$ cat src/ex_pkg.sv
// Shared definitions for the execute stage
//   Operator encodings for the ALU, multiplier and divider
//   Register index type
//   ID/EX and EX/WB pipeline structs, controller struct
//   Multiplier and divider latency constants

`default_nettype none

package ex_pkg;

  ////////////////////////////////////////////////////////////////////////////
  // Operator encodings
  ////////////////////////////////////////////////////////////////////////////

  // ALU operators
  // Values from EQ upward also drive the compare result bit
  typedef enum logic [3:0] {
    ADD  = 4'd0,
    SUB  = 4'd1,
    XOR  = 4'd2,
    OR   = 4'd3,
    AND  = 4'd4,
    SLL  = 4'd5,
    SRL  = 4'd6,
    SRA  = 4'd7,
    SLT  = 4'd8,
    SLTU = 4'd9,
    EQ   = 4'd10,
    NE   = 4'd11,
    LT   = 4'd12,
    GE   = 4'd13,
    LTU  = 4'd14,
    GEU  = 4'd15
  } alu_op_e;

  // Multiplier operators, MUL returns the low word and the rest the high word
  typedef enum logic [1:0] {
    MUL    = 2'd0,
    MULH   = 2'd1,
    MULHSU = 2'd2,
    MULHU  = 2'd3
  } mul_op_e;

  // Divider operators
  typedef enum logic [1:0] {
    DIV  = 2'd0,
    DIVU = 2'd1,
    REM  = 2'd2,
    REMU = 2'd3
  } div_op_e;

  typedef logic [4:0] rf_addr_t;

  ////////////////////////////////////////////////////////////////////////////
  // Pipeline structs
  ////////////////////////////////////////////////////////////////////////////

  // Instruction as presented by decode
  typedef struct packed {
    logic        instr_valid;
    logic [31:0] pc;
    logic        alu_en;
    logic        mul_en;
    logic        div_en;
    alu_op_e     alu_operator;
    mul_op_e     mul_operator;
    div_op_e     div_operator;
    logic [31:0] operand_a;
    logic [31:0] operand_b;
    // Branch target
    logic [31:0] operand_c;
    logic        rf_we;
    rf_addr_t    rf_waddr;
  } id_ex_pipe_t;

  // EX/WB pipeline register
  typedef struct packed {
    logic        instr_valid;
    logic        rf_we;
    rf_addr_t    rf_waddr;
    logic [31:0] rf_wdata;
    logic [31:0] pc;
  } ex_wb_pipe_t;

  // Level controls from the controller FSM
  typedef struct packed {
    logic kill_ex;
    logic halt_ex;
  } ctrl_fsm_t;

  // Worst case divider latency, first valid_i cycle to valid_o
  localparam int unsigned DIV_MAX_CYCLES = 35;
  // Fixed multiplier latency
  localparam int unsigned MUL_CYCLES = 2;

endpackage

`default_nettype wire

$ cat src/ex_alu.sv
// Single-cycle ALU of the execute stage
//   Shared adder for add/sub, set-less-than and branch compares
//   One barrel shifter for SLL/SRL/SRA, lent to the divider for its divisor
//   Leading-zero counter used by the divider

`timescale 1ns/1ps
`default_nettype none

module ex_alu import ex_pkg::*; (
  input  alu_op_e     operator_i,
  input  logic [31:0] operand_a_i,
  input  logic [31:0] operand_b_i,
  // Divider access to the leading-zero counter
  input  logic        div_clz_en_i,
  input  logic [31:0] div_clz_data_i,
  output logic [5:0]  div_clz_result_o,
  // Divider access to the shifter
  input  logic        div_shift_en_i,
  input  logic [5:0]  div_shift_amt_i,
  output logic [31:0] div_op_b_shifted_o,
  output logic [31:0] result_o,
  output logic        cmp_result_o
);

  logic        sub;
  logic [32:0] adder_result;
  logic        is_equal;
  logic        is_less_s;
  logic        is_less_u;
  logic        shift_left;
  logic        shift_arith;
  logic [5:0]  shift_amt;
  logic [31:0] shift_src;
  logic [31:0] shift_in;
  logic [32:0] shift_wide;
  logic [31:0] shift_result;
  logic [5:0]  clz_count;

  function automatic logic [31:0] bit_rev(input logic [31:0] d);
    for (int i = 0; i < 32; i++) begin
      bit_rev[i] = d[31-i];
    end
  endfunction

  // Everything but ADD subtracts, carry out then means a >= b unsigned
  assign sub          = (operator_i != ADD);
  assign adder_result = {1'b0, operand_a_i} + {1'b0, operand_b_i ^ {32{sub}}} + 33'(sub);

  assign is_equal  = (adder_result[31:0] == 32'd0);
  assign is_less_u = !adder_result[32];
  // Differing signs decide on their own
  assign is_less_s = (operand_a_i[31] != operand_b_i[31]) ? operand_a_i[31] : adder_result[31];

  ////////////////////////////////////////////////////////////////////////////
  // Shifter
  ////////////////////////////////////////////////////////////////////////////

  // Right shifter only, left shifts go through bit reversal
  // Divider requests take priority and shift operand_b left
  assign shift_left   = div_shift_en_i || (operator_i == SLL);
  assign shift_arith  = !div_shift_en_i && (operator_i == SRA);
  assign shift_amt    = div_shift_en_i ? div_shift_amt_i : {1'b0, operand_b_i[4:0]};
  assign shift_src    = div_shift_en_i ? operand_b_i : operand_a_i;
  assign shift_in     = shift_left ? bit_rev(shift_src) : shift_src;
  assign shift_wide   = $signed({shift_arith & shift_in[31], shift_in}) >>> shift_amt;
  assign shift_result = shift_left ? bit_rev(shift_wide[31:0]) : shift_wide[31:0];

  assign div_op_b_shifted_o = shift_result;

  // Leading zeros, highest set bit wins, 32 for a zero word
  always_comb begin
    clz_count = 6'd32;
    for (int i = 0; i < 32; i++) begin
      if (div_clz_data_i[i]) clz_count = 6'(31 - i);
    end
  end

  assign div_clz_result_o = div_clz_en_i ? clz_count : 6'd0;

  always_comb begin
    unique case (operator_i)
      EQ:        cmp_result_o = is_equal;
      NE:        cmp_result_o = !is_equal;
      LT, SLT:   cmp_result_o = is_less_s;
      GE:        cmp_result_o = !is_less_s;
      LTU, SLTU: cmp_result_o = is_less_u;
      GEU:       cmp_result_o = !is_less_u;
      default:   cmp_result_o = 1'b0;
    endcase
  end

  always_comb begin
    unique case (operator_i)
      ADD, SUB:      result_o = adder_result[31:0];
      XOR:           result_o = operand_a_i ^ operand_b_i;
      OR:            result_o = operand_a_i | operand_b_i;
      AND:           result_o = operand_a_i & operand_b_i;
      SLL, SRL, SRA: result_o = shift_result;
      // Compares return the flag as a word
      default:       result_o = {31'd0, cmp_result_o};
    endcase
  end

endmodule

`default_nettype wire

$ cat src/ex_mult.sv
// Two-cycle multiplier
//   33x33 signed product captured in the first cycle
//   Low or high word presented with valid_o until ready_i

`timescale 1ns/1ps
`default_nettype none

module ex_mult import ex_pkg::*; (
  input  logic        clk,
  input  logic        rst_n,
  input  mul_op_e     operator_i,
  input  logic [31:0] op_a_i,
  input  logic [31:0] op_b_i,
  output logic [31:0] result_o,
  input  logic        valid_i,
  output logic        ready_o,
  output logic        valid_o,
  input  logic        ready_i
);

  typedef enum logic {MUL_IDLE, MUL_DONE} mul_state_e;

  mul_state_e         state_q;
  logic               sign_a;
  logic               sign_b;
  logic signed [65:0] product;
  logic [63:0]        product_q;
  logic               high_q;

  // Operand signedness per operator
  assign sign_a  = (operator_i == MULH) || (operator_i == MULHSU);
  assign sign_b  = (operator_i == MULH);
  assign product = $signed({sign_a & op_a_i[31], op_a_i}) *
                   $signed({sign_b & op_b_i[31], op_b_i});

  always_ff @(posedge clk or negedge rst_n) begin
    if (!rst_n) begin
      state_q <= MUL_IDLE;
    end else begin
      unique case (state_q)
        MUL_IDLE: if (valid_i) state_q <= MUL_DONE;
        // Dropped valid_i means kill or halt and discards the result
        MUL_DONE: if (ready_i || !valid_i) state_q <= MUL_IDLE;
        default:  state_q <= MUL_IDLE;
      endcase
    end
  end

  always_ff @(posedge clk) begin
    if (state_q == MUL_IDLE && valid_i) begin
      product_q <= product[63:0];
      high_q    <= (operator_i != MUL);
    end
  end

  assign result_o = high_q ? product_q[63:32] : product_q[31:0];
  assign valid_o  = (state_q == MUL_DONE);
  // Accept the next instruction only as the result leaves
  assign ready_o  = (state_q == MUL_IDLE) ? !valid_i : ready_i;

  a_mul_hold: assert property (@(posedge clk) disable iff (!rst_n)
    valid_o && valid_i && !ready_i |=> valid_o && $stable(result_o));

endmodule

`default_nettype wire

$ cat src/ex_div.sv
// Iterative divider for DIV, DIVU, REM and REMU
//   Divisor normalized by the ALU leading-zero counter and shifter
//   One restoring step per cycle, clz+1 steps
//   Zero divisor and signed overflow corner results

`timescale 1ns/1ps
`default_nettype none

module ex_div import ex_pkg::*; (
  input  logic        clk,
  input  logic        rst_n,
  input  div_op_e     operator_i,
  input  logic [31:0] op_a_i,
  input  logic [31:0] op_b_i,
  // Borrowed ALU resources
  input  logic [5:0]  alu_clz_result_i,
  output logic        alu_clz_en_o,
  output logic [31:0] alu_clz_data_o,
  input  logic [31:0] alu_op_b_shifted_i,
  output logic        alu_shift_en_o,
  output logic [5:0]  alu_shift_amt_o,
  output logic [31:0] result_o,
  input  logic        valid_i,
  output logic        ready_o,
  output logic        valid_o,
  input  logic        ready_i
);

  typedef enum logic [1:0] {DIV_IDLE, DIV_CALC, DIV_DONE} div_state_e;

  div_state_e  state_q;
  logic [5:0]  cnt_q;
  logic        op_signed;
  logic        a_neg;
  logic        b_neg;
  logic [31:0] a_abs;
  logic [31:0] b_abs;
  logic        start;
  logic [31:0] divisor_init;
  logic [32:0] rem_diff;
  logic [31:0] quot_q;
  logic [31:0] rem_q;
  logic [31:0] divisor_q;
  logic        rem_sel_q;
  logic        quot_neg_q;
  logic        rem_neg_q;

  assign op_signed = (operator_i == DIV) || (operator_i == REM);
  assign a_neg     = op_signed && op_a_i[31];
  assign b_neg     = op_signed && op_b_i[31];
  assign a_abs     = a_neg ? -op_a_i : op_a_i;
  assign b_abs     = b_neg ? -op_b_i : op_b_i;
  assign start     = (state_q == DIV_IDLE) && valid_i;

  // Normalize in the start cycle through the ALU
  assign alu_clz_en_o    = start;
  assign alu_clz_data_o  = b_abs;
  assign alu_shift_en_o  = start;
  assign alu_shift_amt_o = alu_clz_result_i;
  // The ALU shifts the raw divisor, negating after the shift gives |b| << clz
  assign divisor_init    = b_neg ? -alu_op_b_shifted_i : alu_op_b_shifted_i;

  // Trial subtraction, no borrow means the step quotient bit is one
  assign rem_diff = {1'b0, rem_q} - {1'b0, divisor_q};

  always_ff @(posedge clk or negedge rst_n) begin
    if (!rst_n) begin
      state_q <= DIV_IDLE;
      cnt_q   <= 6'd0;
    end else begin
      unique case (state_q)
        DIV_IDLE: if (valid_i) begin
          state_q <= (op_b_i == 32'd0) ? DIV_DONE : DIV_CALC;
          cnt_q   <= alu_clz_result_i;
        end
        // Kill or halt drops valid_i and abandons the division
        DIV_CALC: begin
          cnt_q <= cnt_q - 6'd1;
          if (!valid_i) state_q <= DIV_IDLE;
          else if (cnt_q == 6'd0) state_q <= DIV_DONE;
        end
        DIV_DONE: if (ready_i || !valid_i) state_q <= DIV_IDLE;
        default:  state_q <= DIV_IDLE;
      endcase
    end
  end

  always_ff @(posedge clk) begin
    if (start) begin
      rem_sel_q <= (operator_i == REM) || (operator_i == REMU);
      if (op_b_i == 32'd0) begin
        // Divide by zero: all-ones quotient, dividend as remainder
        quot_q     <= '1;
        rem_q      <= op_a_i;
        quot_neg_q <= 1'b0;
        rem_neg_q  <= 1'b0;
      end else begin
        // Most negative / -1 falls out as that dividend with zero remainder
        quot_q     <= 32'd0;
        rem_q      <= a_abs;
        divisor_q  <= divisor_init;
        quot_neg_q <= a_neg ^ b_neg;
        rem_neg_q  <= a_neg;
      end
    end else if (state_q == DIV_CALC) begin
      quot_q    <= {quot_q[30:0], !rem_diff[32]};
      if (!rem_diff[32]) rem_q <= rem_diff[31:0];
      divisor_q <= divisor_q >> 1;
    end
  end

  // Sign fix on the way out
  assign result_o = rem_sel_q ? (rem_neg_q ? -rem_q : rem_q) :
                                (quot_neg_q ? -quot_q : quot_q);
  assign valid_o  = (state_q == DIV_DONE);
  assign ready_o  = (state_q == DIV_IDLE) ? !valid_i : ((state_q == DIV_DONE) && ready_i);

  a_div_release: assert property (@(posedge clk) disable iff (!rst_n)
    valid_o && ready_i |=> !valid_o);

  a_div_bound: assert property (@(posedge clk) disable iff (!rst_n)
    $rose(state_q == DIV_CALC) |-> ##[1:DIV_MAX_CYCLES] (state_q != DIV_CALC));

endmodule

`default_nettype wire

$ cat src/ex_stage.sv
// Execute stage top level
//   ALU, multiplier and divider instances
//   Kill/halt gating, write-back select, forwarding and branch outputs
//   Stage ready/valid and the EX/WB pipeline register

`timescale 1ns/1ps
`default_nettype none

module ex_stage import ex_pkg::*; (
  input  logic        clk,
  input  logic        rst_n,
  input  id_ex_pipe_t id_ex_pipe_i,
  input  ctrl_fsm_t   ctrl_fsm_i,
  output ex_wb_pipe_t ex_wb_pipe_o,
  // Forwarding to decode
  output logic        rf_we_o,
  output rf_addr_t    rf_waddr_o,
  output logic [31:0] rf_wdata_o,
  // Branch resolution to fetch
  output logic        branch_decision_o,
  output logic [31:0] branch_target_o,
  output logic        ex_ready_o,
  output logic        ex_valid_o,
  input  logic        wb_ready_i
);

  logic        live;
  logic [31:0] alu_result;
  logic        alu_cmp_result;
  logic [31:0] mul_result;
  logic        mul_ready;
  logic        mul_valid;
  logic [31:0] div_result;
  logic        div_ready;
  logic        div_valid;
  logic        div_clz_en;
  logic [31:0] div_clz_data;
  logic [5:0]  div_clz_result;
  logic        div_shift_en;
  logic [5:0]  div_shift_amt;
  logic [31:0] div_op_b_shifted;

  // Kill and halt both suppress the instruction
  assign live = id_ex_pipe_i.instr_valid && !ctrl_fsm_i.kill_ex && !ctrl_fsm_i.halt_ex;

  assign rf_we_o    = id_ex_pipe_i.rf_we && live;
  assign rf_waddr_o = id_ex_pipe_i.rf_waddr;

  // Write-back select, ALU by default
  always_comb begin
    if (id_ex_pipe_i.mul_en) rf_wdata_o = mul_result;
    else if (id_ex_pipe_i.div_en) rf_wdata_o = div_result;
    else rf_wdata_o = alu_result;
  end

  // Fetch qualifies the decision with ex_valid_o
  assign branch_decision_o = alu_cmp_result;
  assign branch_target_o   = id_ex_pipe_i.operand_c;

  ////////////////////////////////////////////////////////////////////////////
  // Execution units
  ////////////////////////////////////////////////////////////////////////////

  ex_alu i_ex_alu (
    .operator_i         (id_ex_pipe_i.alu_operator),
    .operand_a_i        (id_ex_pipe_i.operand_a),
    .operand_b_i        (id_ex_pipe_i.operand_b),
    .div_clz_en_i       (div_clz_en),
    .div_clz_data_i     (div_clz_data),
    .div_clz_result_o   (div_clz_result),
    .div_shift_en_i     (div_shift_en),
    .div_shift_amt_i    (div_shift_amt),
    .div_op_b_shifted_o (div_op_b_shifted),
    .result_o           (alu_result),
    .cmp_result_o       (alu_cmp_result)
  );

  ex_mult i_ex_mult (
    .clk        (clk),
    .rst_n      (rst_n),
    .operator_i (id_ex_pipe_i.mul_operator),
    .op_a_i     (id_ex_pipe_i.operand_a),
    .op_b_i     (id_ex_pipe_i.operand_b),
    .result_o   (mul_result),
    .valid_i    (id_ex_pipe_i.mul_en && live),
    .ready_o    (mul_ready),
    .valid_o    (mul_valid),
    .ready_i    (wb_ready_i)
  );

  ex_div i_ex_div (
    .clk                (clk),
    .rst_n              (rst_n),
    .operator_i         (id_ex_pipe_i.div_operator),
    .op_a_i             (id_ex_pipe_i.operand_a),
    .op_b_i             (id_ex_pipe_i.operand_b),
    .alu_clz_result_i   (div_clz_result),
    .alu_clz_en_o       (div_clz_en),
    .alu_clz_data_o     (div_clz_data),
    .alu_op_b_shifted_i (div_op_b_shifted),
    .alu_shift_en_o     (div_shift_en),
    .alu_shift_amt_o    (div_shift_amt),
    .result_o           (div_result),
    .valid_i            (id_ex_pipe_i.div_en && live),
    .ready_o            (div_ready),
    .valid_o            (div_valid),
    .ready_i            (wb_ready_i)
  );

  // Kill frees the stage at once, otherwise units and write-back must agree
  assign ex_ready_o = ctrl_fsm_i.kill_ex ||
                      (wb_ready_i && mul_ready && div_ready && !ctrl_fsm_i.halt_ex);

  // ALU results are valid in the cycle they are presented
  assign ex_valid_o = live &&
    ((id_ex_pipe_i.alu_en && !id_ex_pipe_i.mul_en && !id_ex_pipe_i.div_en) ||
     (id_ex_pipe_i.mul_en && mul_valid) ||
     (id_ex_pipe_i.div_en && div_valid));

  ////////////////////////////////////////////////////////////////////////////
  // EX/WB pipeline register
  ////////////////////////////////////////////////////////////////////////////

  always_ff @(posedge clk or negedge rst_n) begin
    if (!rst_n) begin
      ex_wb_pipe_o <= '0;
    end else if (ex_valid_o && wb_ready_i) begin
      ex_wb_pipe_o.instr_valid <= 1'b1;
      ex_wb_pipe_o.rf_we       <= id_ex_pipe_i.rf_we;
      ex_wb_pipe_o.rf_waddr    <= id_ex_pipe_i.rf_waddr;
      ex_wb_pipe_o.rf_wdata    <= rf_wdata_o;
      ex_wb_pipe_o.pc          <= id_ex_pipe_i.pc;
    end else if (wb_ready_i) begin
      // Nothing to hand over, insert a bubble
      ex_wb_pipe_o.instr_valid <= 1'b0;
      ex_wb_pipe_o.rf_we       <= 1'b0;
    end
  end

  a_one_long_unit: assert property (@(posedge clk) disable iff (!rst_n)
    id_ex_pipe_i.instr_valid |-> !(id_ex_pipe_i.mul_en && id_ex_pipe_i.div_en));

  // The divider never borrows the shifter from a live ALU shift
  a_shifter_free: assert property (@(posedge clk) disable iff (!rst_n)
    live && id_ex_pipe_i.alu_en && (id_ex_pipe_i.alu_operator inside {SLL, SRL, SRA})
    |-> !div_shift_en && !div_clz_en);

endmodule

`default_nettype wire

$ cat config.mk
export PLATFORM = sky130hd
export DESIGN_NAME = ex_stage
export DESIGN_NICKNAME = d
export VERILOG_FILES = /design/src/ex_pkg.sv /design/src/ex_alu.sv /design/src/ex_mult.sv /design/src/ex_div.sv /design/src/ex_stage.sv
export SDC_FILE = /design/constraint.sdc
export NUM_CORES = 2
export LEC_CHECK = 0
export ABC_AREA = 1
export BUFFER_PORTS_ARGS = -buffer_cell sky130_fd_sc_hd__buf_4
export CORE_MARGIN = 1.5
export CORE_UTILIZATION = 40
export DETAILED_ROUTE_END_ITERATION = 7
export SYNTH_ARGS = -nofsm -noshare
export SYNTH_HDL_FRONTEND = slang
export SYNTH_SLANG_ARGS = --single-unit
$ cat constraint.sdc
create_clock -name clk -period 11.4 [get_ports clk]
set_input_delay 2.28 -clock clk [delete_from_list [all_inputs] [get_ports clk]]
set_output_delay 2.28 -clock clk [all_outputs]
set_load 0.005 [all_outputs]
# --- Word-level counts from Yosys, hierarchy flattened ---
# Cells that the tools add are included.
totals:
  ff_bits: 244
  latchBits: 0
  ramBits: 0
  rom_bits: 0
  inputBits: 151
  out_inout_bits: 144
  wordCells: 196
  n_memories: 0
op_classes:
  n_addsub: 9
  n_mul: 1
  div_mod_pow: 0
  n_lt_le_gt_ge: 0
  eq_ne: 27
  shifts: 1
  muxes: 74
  bitwise: 9
  n_reduce_logical: 59
op_table:
  columns: ["cell", "count"]
  rows:
  - ["two-way mux 32 bit", 22]
  - ["two-way mux 6 bit", 35]
  - ["negation 32 bit", 5]
  - ["one-hot mux 32 bit (5 select lines)", 1]
  - ["zero test 32 bit", 2]
  - ["multiplier 33 x 33 -> 64 bit", 1]
  - ["bitwise XOR 32 bit", 2]
  - ["adder 32 x 32 -> 33 bit", 1]
  - ["adder 33 x 1 -> 33 bit", 1]
  - [">>> shifter 33 x 6 -> 32 bit", 1]
  - ["subtractor 32 x 32 -> 33 bit", 1]
  - ["bitwise AND 32 bit", 1]
  - ["== test 4 bit, second input constant", 8]
  - ["OR 32 bit", 1]
  - ["logical AND 1 bit", 20]
  - ["== test 4 x 3 -> 1 bit, second input constant", 4]
  - ["two-way mux 2 bit", 7]
  - ["one-hot mux 6 bit (2 select lines)", 1]
  - ["zero test 1 bit", 11]
  - ["logical OR 1 bit", 9]
  - ["== test 2 bit, second input constant", 4]
  - ["== test 4 x 2 -> 1 bit, second input constant", 2]
  - ["nonzero test 2 bit", 4]
  - ["zero test 6 bit", 1]
  - ["21 further kinds", 35]

# --- Logic depth before layout (Yosys ltp) ---
logic_depth:
  depth_word: 44
  ltp_mapped: 61
  mapped_depth_nobuf: 59

# --- Cells and area by module ---
# From an unflattened synthesis, not the netlist that was laid out.
hier_totals:
  cells_unflattened: 9077
  hier_area_um2: 66034.6
by_module_without_submodules:
  columns: ["module", "instances", "cells_each", "area_each_um2", "seq_area_each_um2"]
  rows:
  - ["ex_mult", 1, 5139, 42379.4, 1976.9]
  - ["ex_div", 1, 1956, 11840.1, 3173.0]
  - ["ex_alu", 1, 1377, 7548.5, 0.0]
  - ["ex_stage", 1, 605, 4266.6, 1776.7]

# --- Least setup slack after synthesis ---
# OpenSTA, ideal clock, no wires.
synth_timing:
  kind: "input -> register"
  startpoint: "input port id_ex_pipe_i[47] (netlist bit)"
  endpoint: "register i_ex_mult.product_q[60], data pin"
  setup_ns: 0.265
  arrival_ns: 9.688
  required_ns: 11.135
  slack_ns: 1.448
  stages: 37
  path_buffers: 2
  cell_sequence: "clkbuf_1 -> clkbuf_1 -> nand2_1 -> fa_1 -> inv_1 -> fa_1 -> fa_1 -> fa_1 -> fa_1 -> fa_1 -> inv_1 -> fa_1 -> inv_1 -> fa_1 -> ha_1 -> a21oi_1 -> nor2_1 -> a211oi_1 -> inv_1 -> a21oi_1 -> o21ai_0 -> a211oi_1 -> nor2_1 -> nand4_1 -> o211ai_1 -> nand3_1 -> and2_1 -> inv_1 -> nand2_1 -> o211ai_1 -> nand2_1 -> nand2_1 -> a21oi_1 -> o21ai_0 -> nand3_1 -> o211ai_1 -> xor2_1"
synth_via:
  elab_chain_cells: 1
synth_lines:
  columns: ["item", "line", "text"]
  rows:
  - ["start: declaration", "ex_stage.sv:12", "input id_ex_pipe_t id_ex_pipe_i,"]
  - ["multiplier 33 x 33 -> 64 bit", "ex_mult.sv:33", "assign product = $signed({sign_a & op_a_i[31], op_a_i}) *"]
  - ["named net i_ex_mult.product[60]", "ex_mult.sv:26", "logic signed [65:0] product;"]
  - ["end signal: assignment", "ex_mult.sv:51", "product_q <= product[63:0];"]
  - ["end: declaration", "ex_mult.sv:27", "logic [63:0] product_q;"]
# The timed path passes the listed nets, and every way through them passes these cells.
# A chain may end at the register's enable or synchronous reset.

# --- Final worst setup path ---
layout_timing:
  startpoint: "input port id_ex_pipe_i[38] (netlist bit)"
  endpoint: "output port rf_wdata_o[0]"
layout_via:
  elab_chain_cells: 41
layout_lines:
  columns: ["item", "line", "text"]
  rows:
  - ["negation 32 bit", "ex_div.sv:52", "assign b_abs = b_neg ? -op_b_i : op_b_i;"]
  - ["two-way mux 32 bit", "ex_div.sv:52", null]
  - ["two-way mux 6 bit (32 in series)", "ex_alu.sv:74", "if (div_clz_data_i[i]) clz_count = 6'(31 - i);"]
  - ["two-way mux 6 bit", "ex_alu.sv:78", "assign div_clz_result_o = div_clz_en_i ? clz_count : 6'd0;"]
  - ["two-way mux 6 bit", "ex_alu.sv:62", "assign shift_amt = div_shift_en_i ? div_shift_amt_i : {1'b0, operand_b_i[4:0]};"]
  - [">>> shifter 33 x 6 -> 32 bit", "ex_alu.sv:65", "assign shift_wide = $signed({shift_arith & shift_in[31], shift_in}) >>> shift_amt;"]
  - ["two-way mux 32 bit", "ex_alu.sv:66", "assign shift_result = shift_left ? bit_rev(shift_wide[31:0]) : shift_wide[31:0];"]
  - ["one-hot mux 32 bit (5 select lines) (*)", "ex_alu.sv:93", "unique case (operator_i)"]
  - ["two-way mux 32 bit (*)", "ex_stage.sv:52", "else if (id_ex_pipe_i.div_en) rf_wdata_o = div_result;"]
  - ["two-way mux 32 bit (*)", "ex_stage.sv:51", "if (id_ex_pipe_i.mul_en) rf_wdata_o = mul_result;"]
  - ["end: declaration", "ex_stage.sv:18", "output logic [31:0] rf_wdata_o,"]
# Every way passes the cells marked *; elsewhere a longest branch is shown, timed or not.

==> results.txt <==
status -> complete, no violations
setup TNS -> 0 ns
CTS sink cnt -> 244
slowest stage delay, CP -> 0.82 ns
CP Max Fanout -> 22
Hold Path Depth -> 2
first-pass GRT wire length -> 354,000 µm
Max Freq -> 90.7 MHz
largest net degree at the start of global routing -> 120
Setup CP Type -> in2out
number of synthesized flops with an enable pin -> 164
worst-margin pin slew -> 1.26 ns
Syn Std Cell Area -> 60,800 µm²
fillers -> 15.4k
layout cells sized above 1 -> 6.74%
area delta synth->final -> 7.35%
Detailed Route Iter0 Violations -> 5,649
ANT nets after route -> 0
Syn. warnings -> 0
Nets -> 9,463
Crit-path slowest cell -> o221ai_1
Die Wd -> 393 µm
Die Area -> 154,000 µm²
CTS buffer count -> 34
FF/Latch Area -> 6930 µm²
setup repair after global routing missed its margin -> no
CP dominant cell by count -> nand2_1
WL/cell -> 24.1 µm
vias in the first global route -> 54.1k
arrival time at the worst endpoint -> 8.74 ns
commonest non-fill, non-tap cell in the layout -> nand2_1
Vias/cell -> 5.43
Hold Crit Start -> ex_wb_pipe_o[65]
clock tree buffer depth -> 3
Req. time, crit path -> 9.12 ns
number of cell rows -> 142
R2R cell count -> 27
synthesized flop and latch total -> 244
Die H -> 393 µm
multi-input logic area -> 45,500 µm²
DP Wirelength -> 194,000 µm
Skew-Pair Late Insertion Delay -> 0.59 ns
Initial Utilization -> 40.4%
H-tree levels -> 2
FF-to-FF setup slack -> 5.94 ns
fin crit period -> 11.02 ns
Tcrit/Tclk final -> 96.7%
max-cap violations -> 0
Initial DRT Pass Iterations -> 7
Worst Hold Class -> reg2reg
PortBufs -> 230
clk root buf -> clkbuf_16
Post-Syn Instances -> 7,888
WL final -> 238,000 µm
Post-route DRC -> 0
core footprint -> 150,000 µm²
Ports -> 295
routability cong. -> 1.05
post-CTS sizing -> 0
clk slew on worst S/H paths -> 0.06 ns
syn avg cell area -> 7.71 µm²
final setup fails -> 0
Synth Net Count -> 9,515
Post-synth ARST share -> 32.8%
Netlist cell types -> 65
Hold EP -> ex_wb_pipe_o[65]
GRT overflow -> 0
most frequent cells in the layout -> 2,073 x nand2_1, 1,678 x inv_1, 1,127 x fa_1
cts hold-fix bufs -> 0
Critical R2R Launch -> i_ex_div.state_q[1]
CTS tree -> built
sequential area share after synthesis -> 11.4%
vias -> 53.6k
postcts setup bufs -> 0
top_reg_cell synth -> edfxtp_1
Crit Reg-Reg Endpoint -> i_ex_div.divisor_q[30]
Rel. slew slack -> 15.0%
GR Util All Layers -> 31.0%
CP Launch Type -> primary input
final-report max-slew violation count -> 0
initial antenna violation count -> 17
CP Capture Type -> output pin
clk_skew -> 0.0271 ns
Fin. Hold Viols -> 0
## layer usage
metal	routed length [µm]	GRT usage (%)	vias to the layer above
met5	81	0	-
met1	97800	42.5	27000
met2	105000	48.1	2483
li1	-	-	23600
met3	22400	5.87	491
met4	12300	13.1	12
## worst max-delay path by stage
stage / to / slack [ns] / startpoint
floorplan: i_ex_mult.product_q[60] / 1.45 / id_ex_pipe_i[47]
global placement: i_ex_mult.product_q[63] / 0.43 / id_ex_pipe_i[38]
detailed placement: i_ex_mult.product_q[58] / 0.37 / id_ex_pipe_i[38]
CTS: rf_wdata_o[0] / 0.64 / id_ex_pipe_i[38]
global route: rf_wdata_o[0] / 0.07 / id_ex_pipe_i[38]
finish: rf_wdata_o[0] / 0.38 / id_ex_pipe_i[38]
## cell families (layout without fill, tap and decap cells)
kind of cell	Yosys count	in the layout	share of synthesized area [%]
AND/OR/NAND/NOR	3007	3007	20.2
buffers and inverters	2177	2151	14.0
adder cells (fa/ha/maj)	1476	1476	44.3
AO/OA/AOI/OAI	792	792	7.38
flip-flops	244	244	11.4
XOR/XNOR	185	185	2.69
multiplexers	7	7	0.115
other	0	8	0
## critical path: cells and delay by family
| family | cells | cell delay, ns |
|---|---|---|
| buffers and inverters | 6 | 1.28 |
| adders and majority gates | 1 | 0.43 |
| and+or+nand+nor | 14 | 1.42 |
| AOI/OAI and AO/OA | 13 | 3.30 |
## registers in the layout, indices dropped and copies added, names as in the netlist
signal	flops
i_ex_div.rem_q	32
i_ex_mult.valid_o	1
i_ex_div.quot_q	32
ex_wb_pipe_o	71
i_ex_mult.high_q	1
i_ex_div.rem_neg_q	1
i_ex_div.divisor_q	32
i_ex_div.cnt_q	6
i_ex_div.state_q	2
i_ex_div.quot_neg_q	1
i_ex_div.rem_sel_q	1
i_ex_mult.product_q	64
## cells in the mapped netlist (9+ instances only)
| cell | number | area (µm²) |
|---|---|---|
| o21bai_1 | 9 | 67.6 |
| ha_1 | 349 | 4370 |
| buf_2 | 26 | 130 |
| inv_2 | 28 | 105 |
| xnor2_1 | 54 | 473 |
| xor2_1 | 129 | 1130 |
| a31oi_1 | 18 | 113 |
| nand4_1 | 43 | 269 |
| buf_4 | 42 | 315 |
| a221oi_1 | 31 | 272 |
| o21ai_1 | 42 | 210 |
| o22ai_1 | 30 | 188 |
| buf_1 | 70 | 263 |
| o21ai_0 | 315 | 1580 |
| inv_1 | 1682 | 6310 |
| o221ai_1 | 16 | 140 |
| fa_1 | 1127 | 22600 |
| edfxtp_1 | 164 | 4920 |
| nor2_1 | 351 | 1320 |
| nand3_2 | 10 | 100 |
| nor2_2 | 13 | 81.3 |
| buf_6 | 15 | 169 |
| nor3_1 | 60 | 300 |
| nand3_1 | 395 | 1980 |
| o211ai_1 | 33 | 248 |
| nor4_1 | 14 | 87.6 |
| nand2_1 | 2076 | 7790 |
| dfrtp_1 | 80 | 2000 |
| a21oi_1 | 242 | 1210 |
| clkbuf_1 | 307 | 1150 |
| nand2_2 | 15 | 93.8 |
| o31ai_1 | 15 | 113 |
## cell type report
class	instances	share of cell area, %
Multi-Input combinational cell	5467	69.6
Sequential cell	244	10.6
Inverter	1717	9.90
Timing Repair Buffer	372	4.31
Tap cell	2016	3.86
Clock buffer	39	1.38
Clock inverter	23	0.305
Antenna cell	8	0.0306
## per-stage QoR
step                worst slack, ns  hold slack (ns)  util (%)  area, µm²  instances
global route                 0.0693            0.491      43.4      65300       9882
finish                        0.378            0.472      43.4      65300       9886
floorplan                      1.45            0.442         -      60800       7888
detailed placement            0.374            0.460      42.7      64200       9816
CTS                           0.643            0.475      43.4      65300       9878
global placement              0.428            0.456      42.7      64200       9816
Power is not shown: default switching activity piles up to over one toggle a cycle in this logic, so the estimate is an artifact.
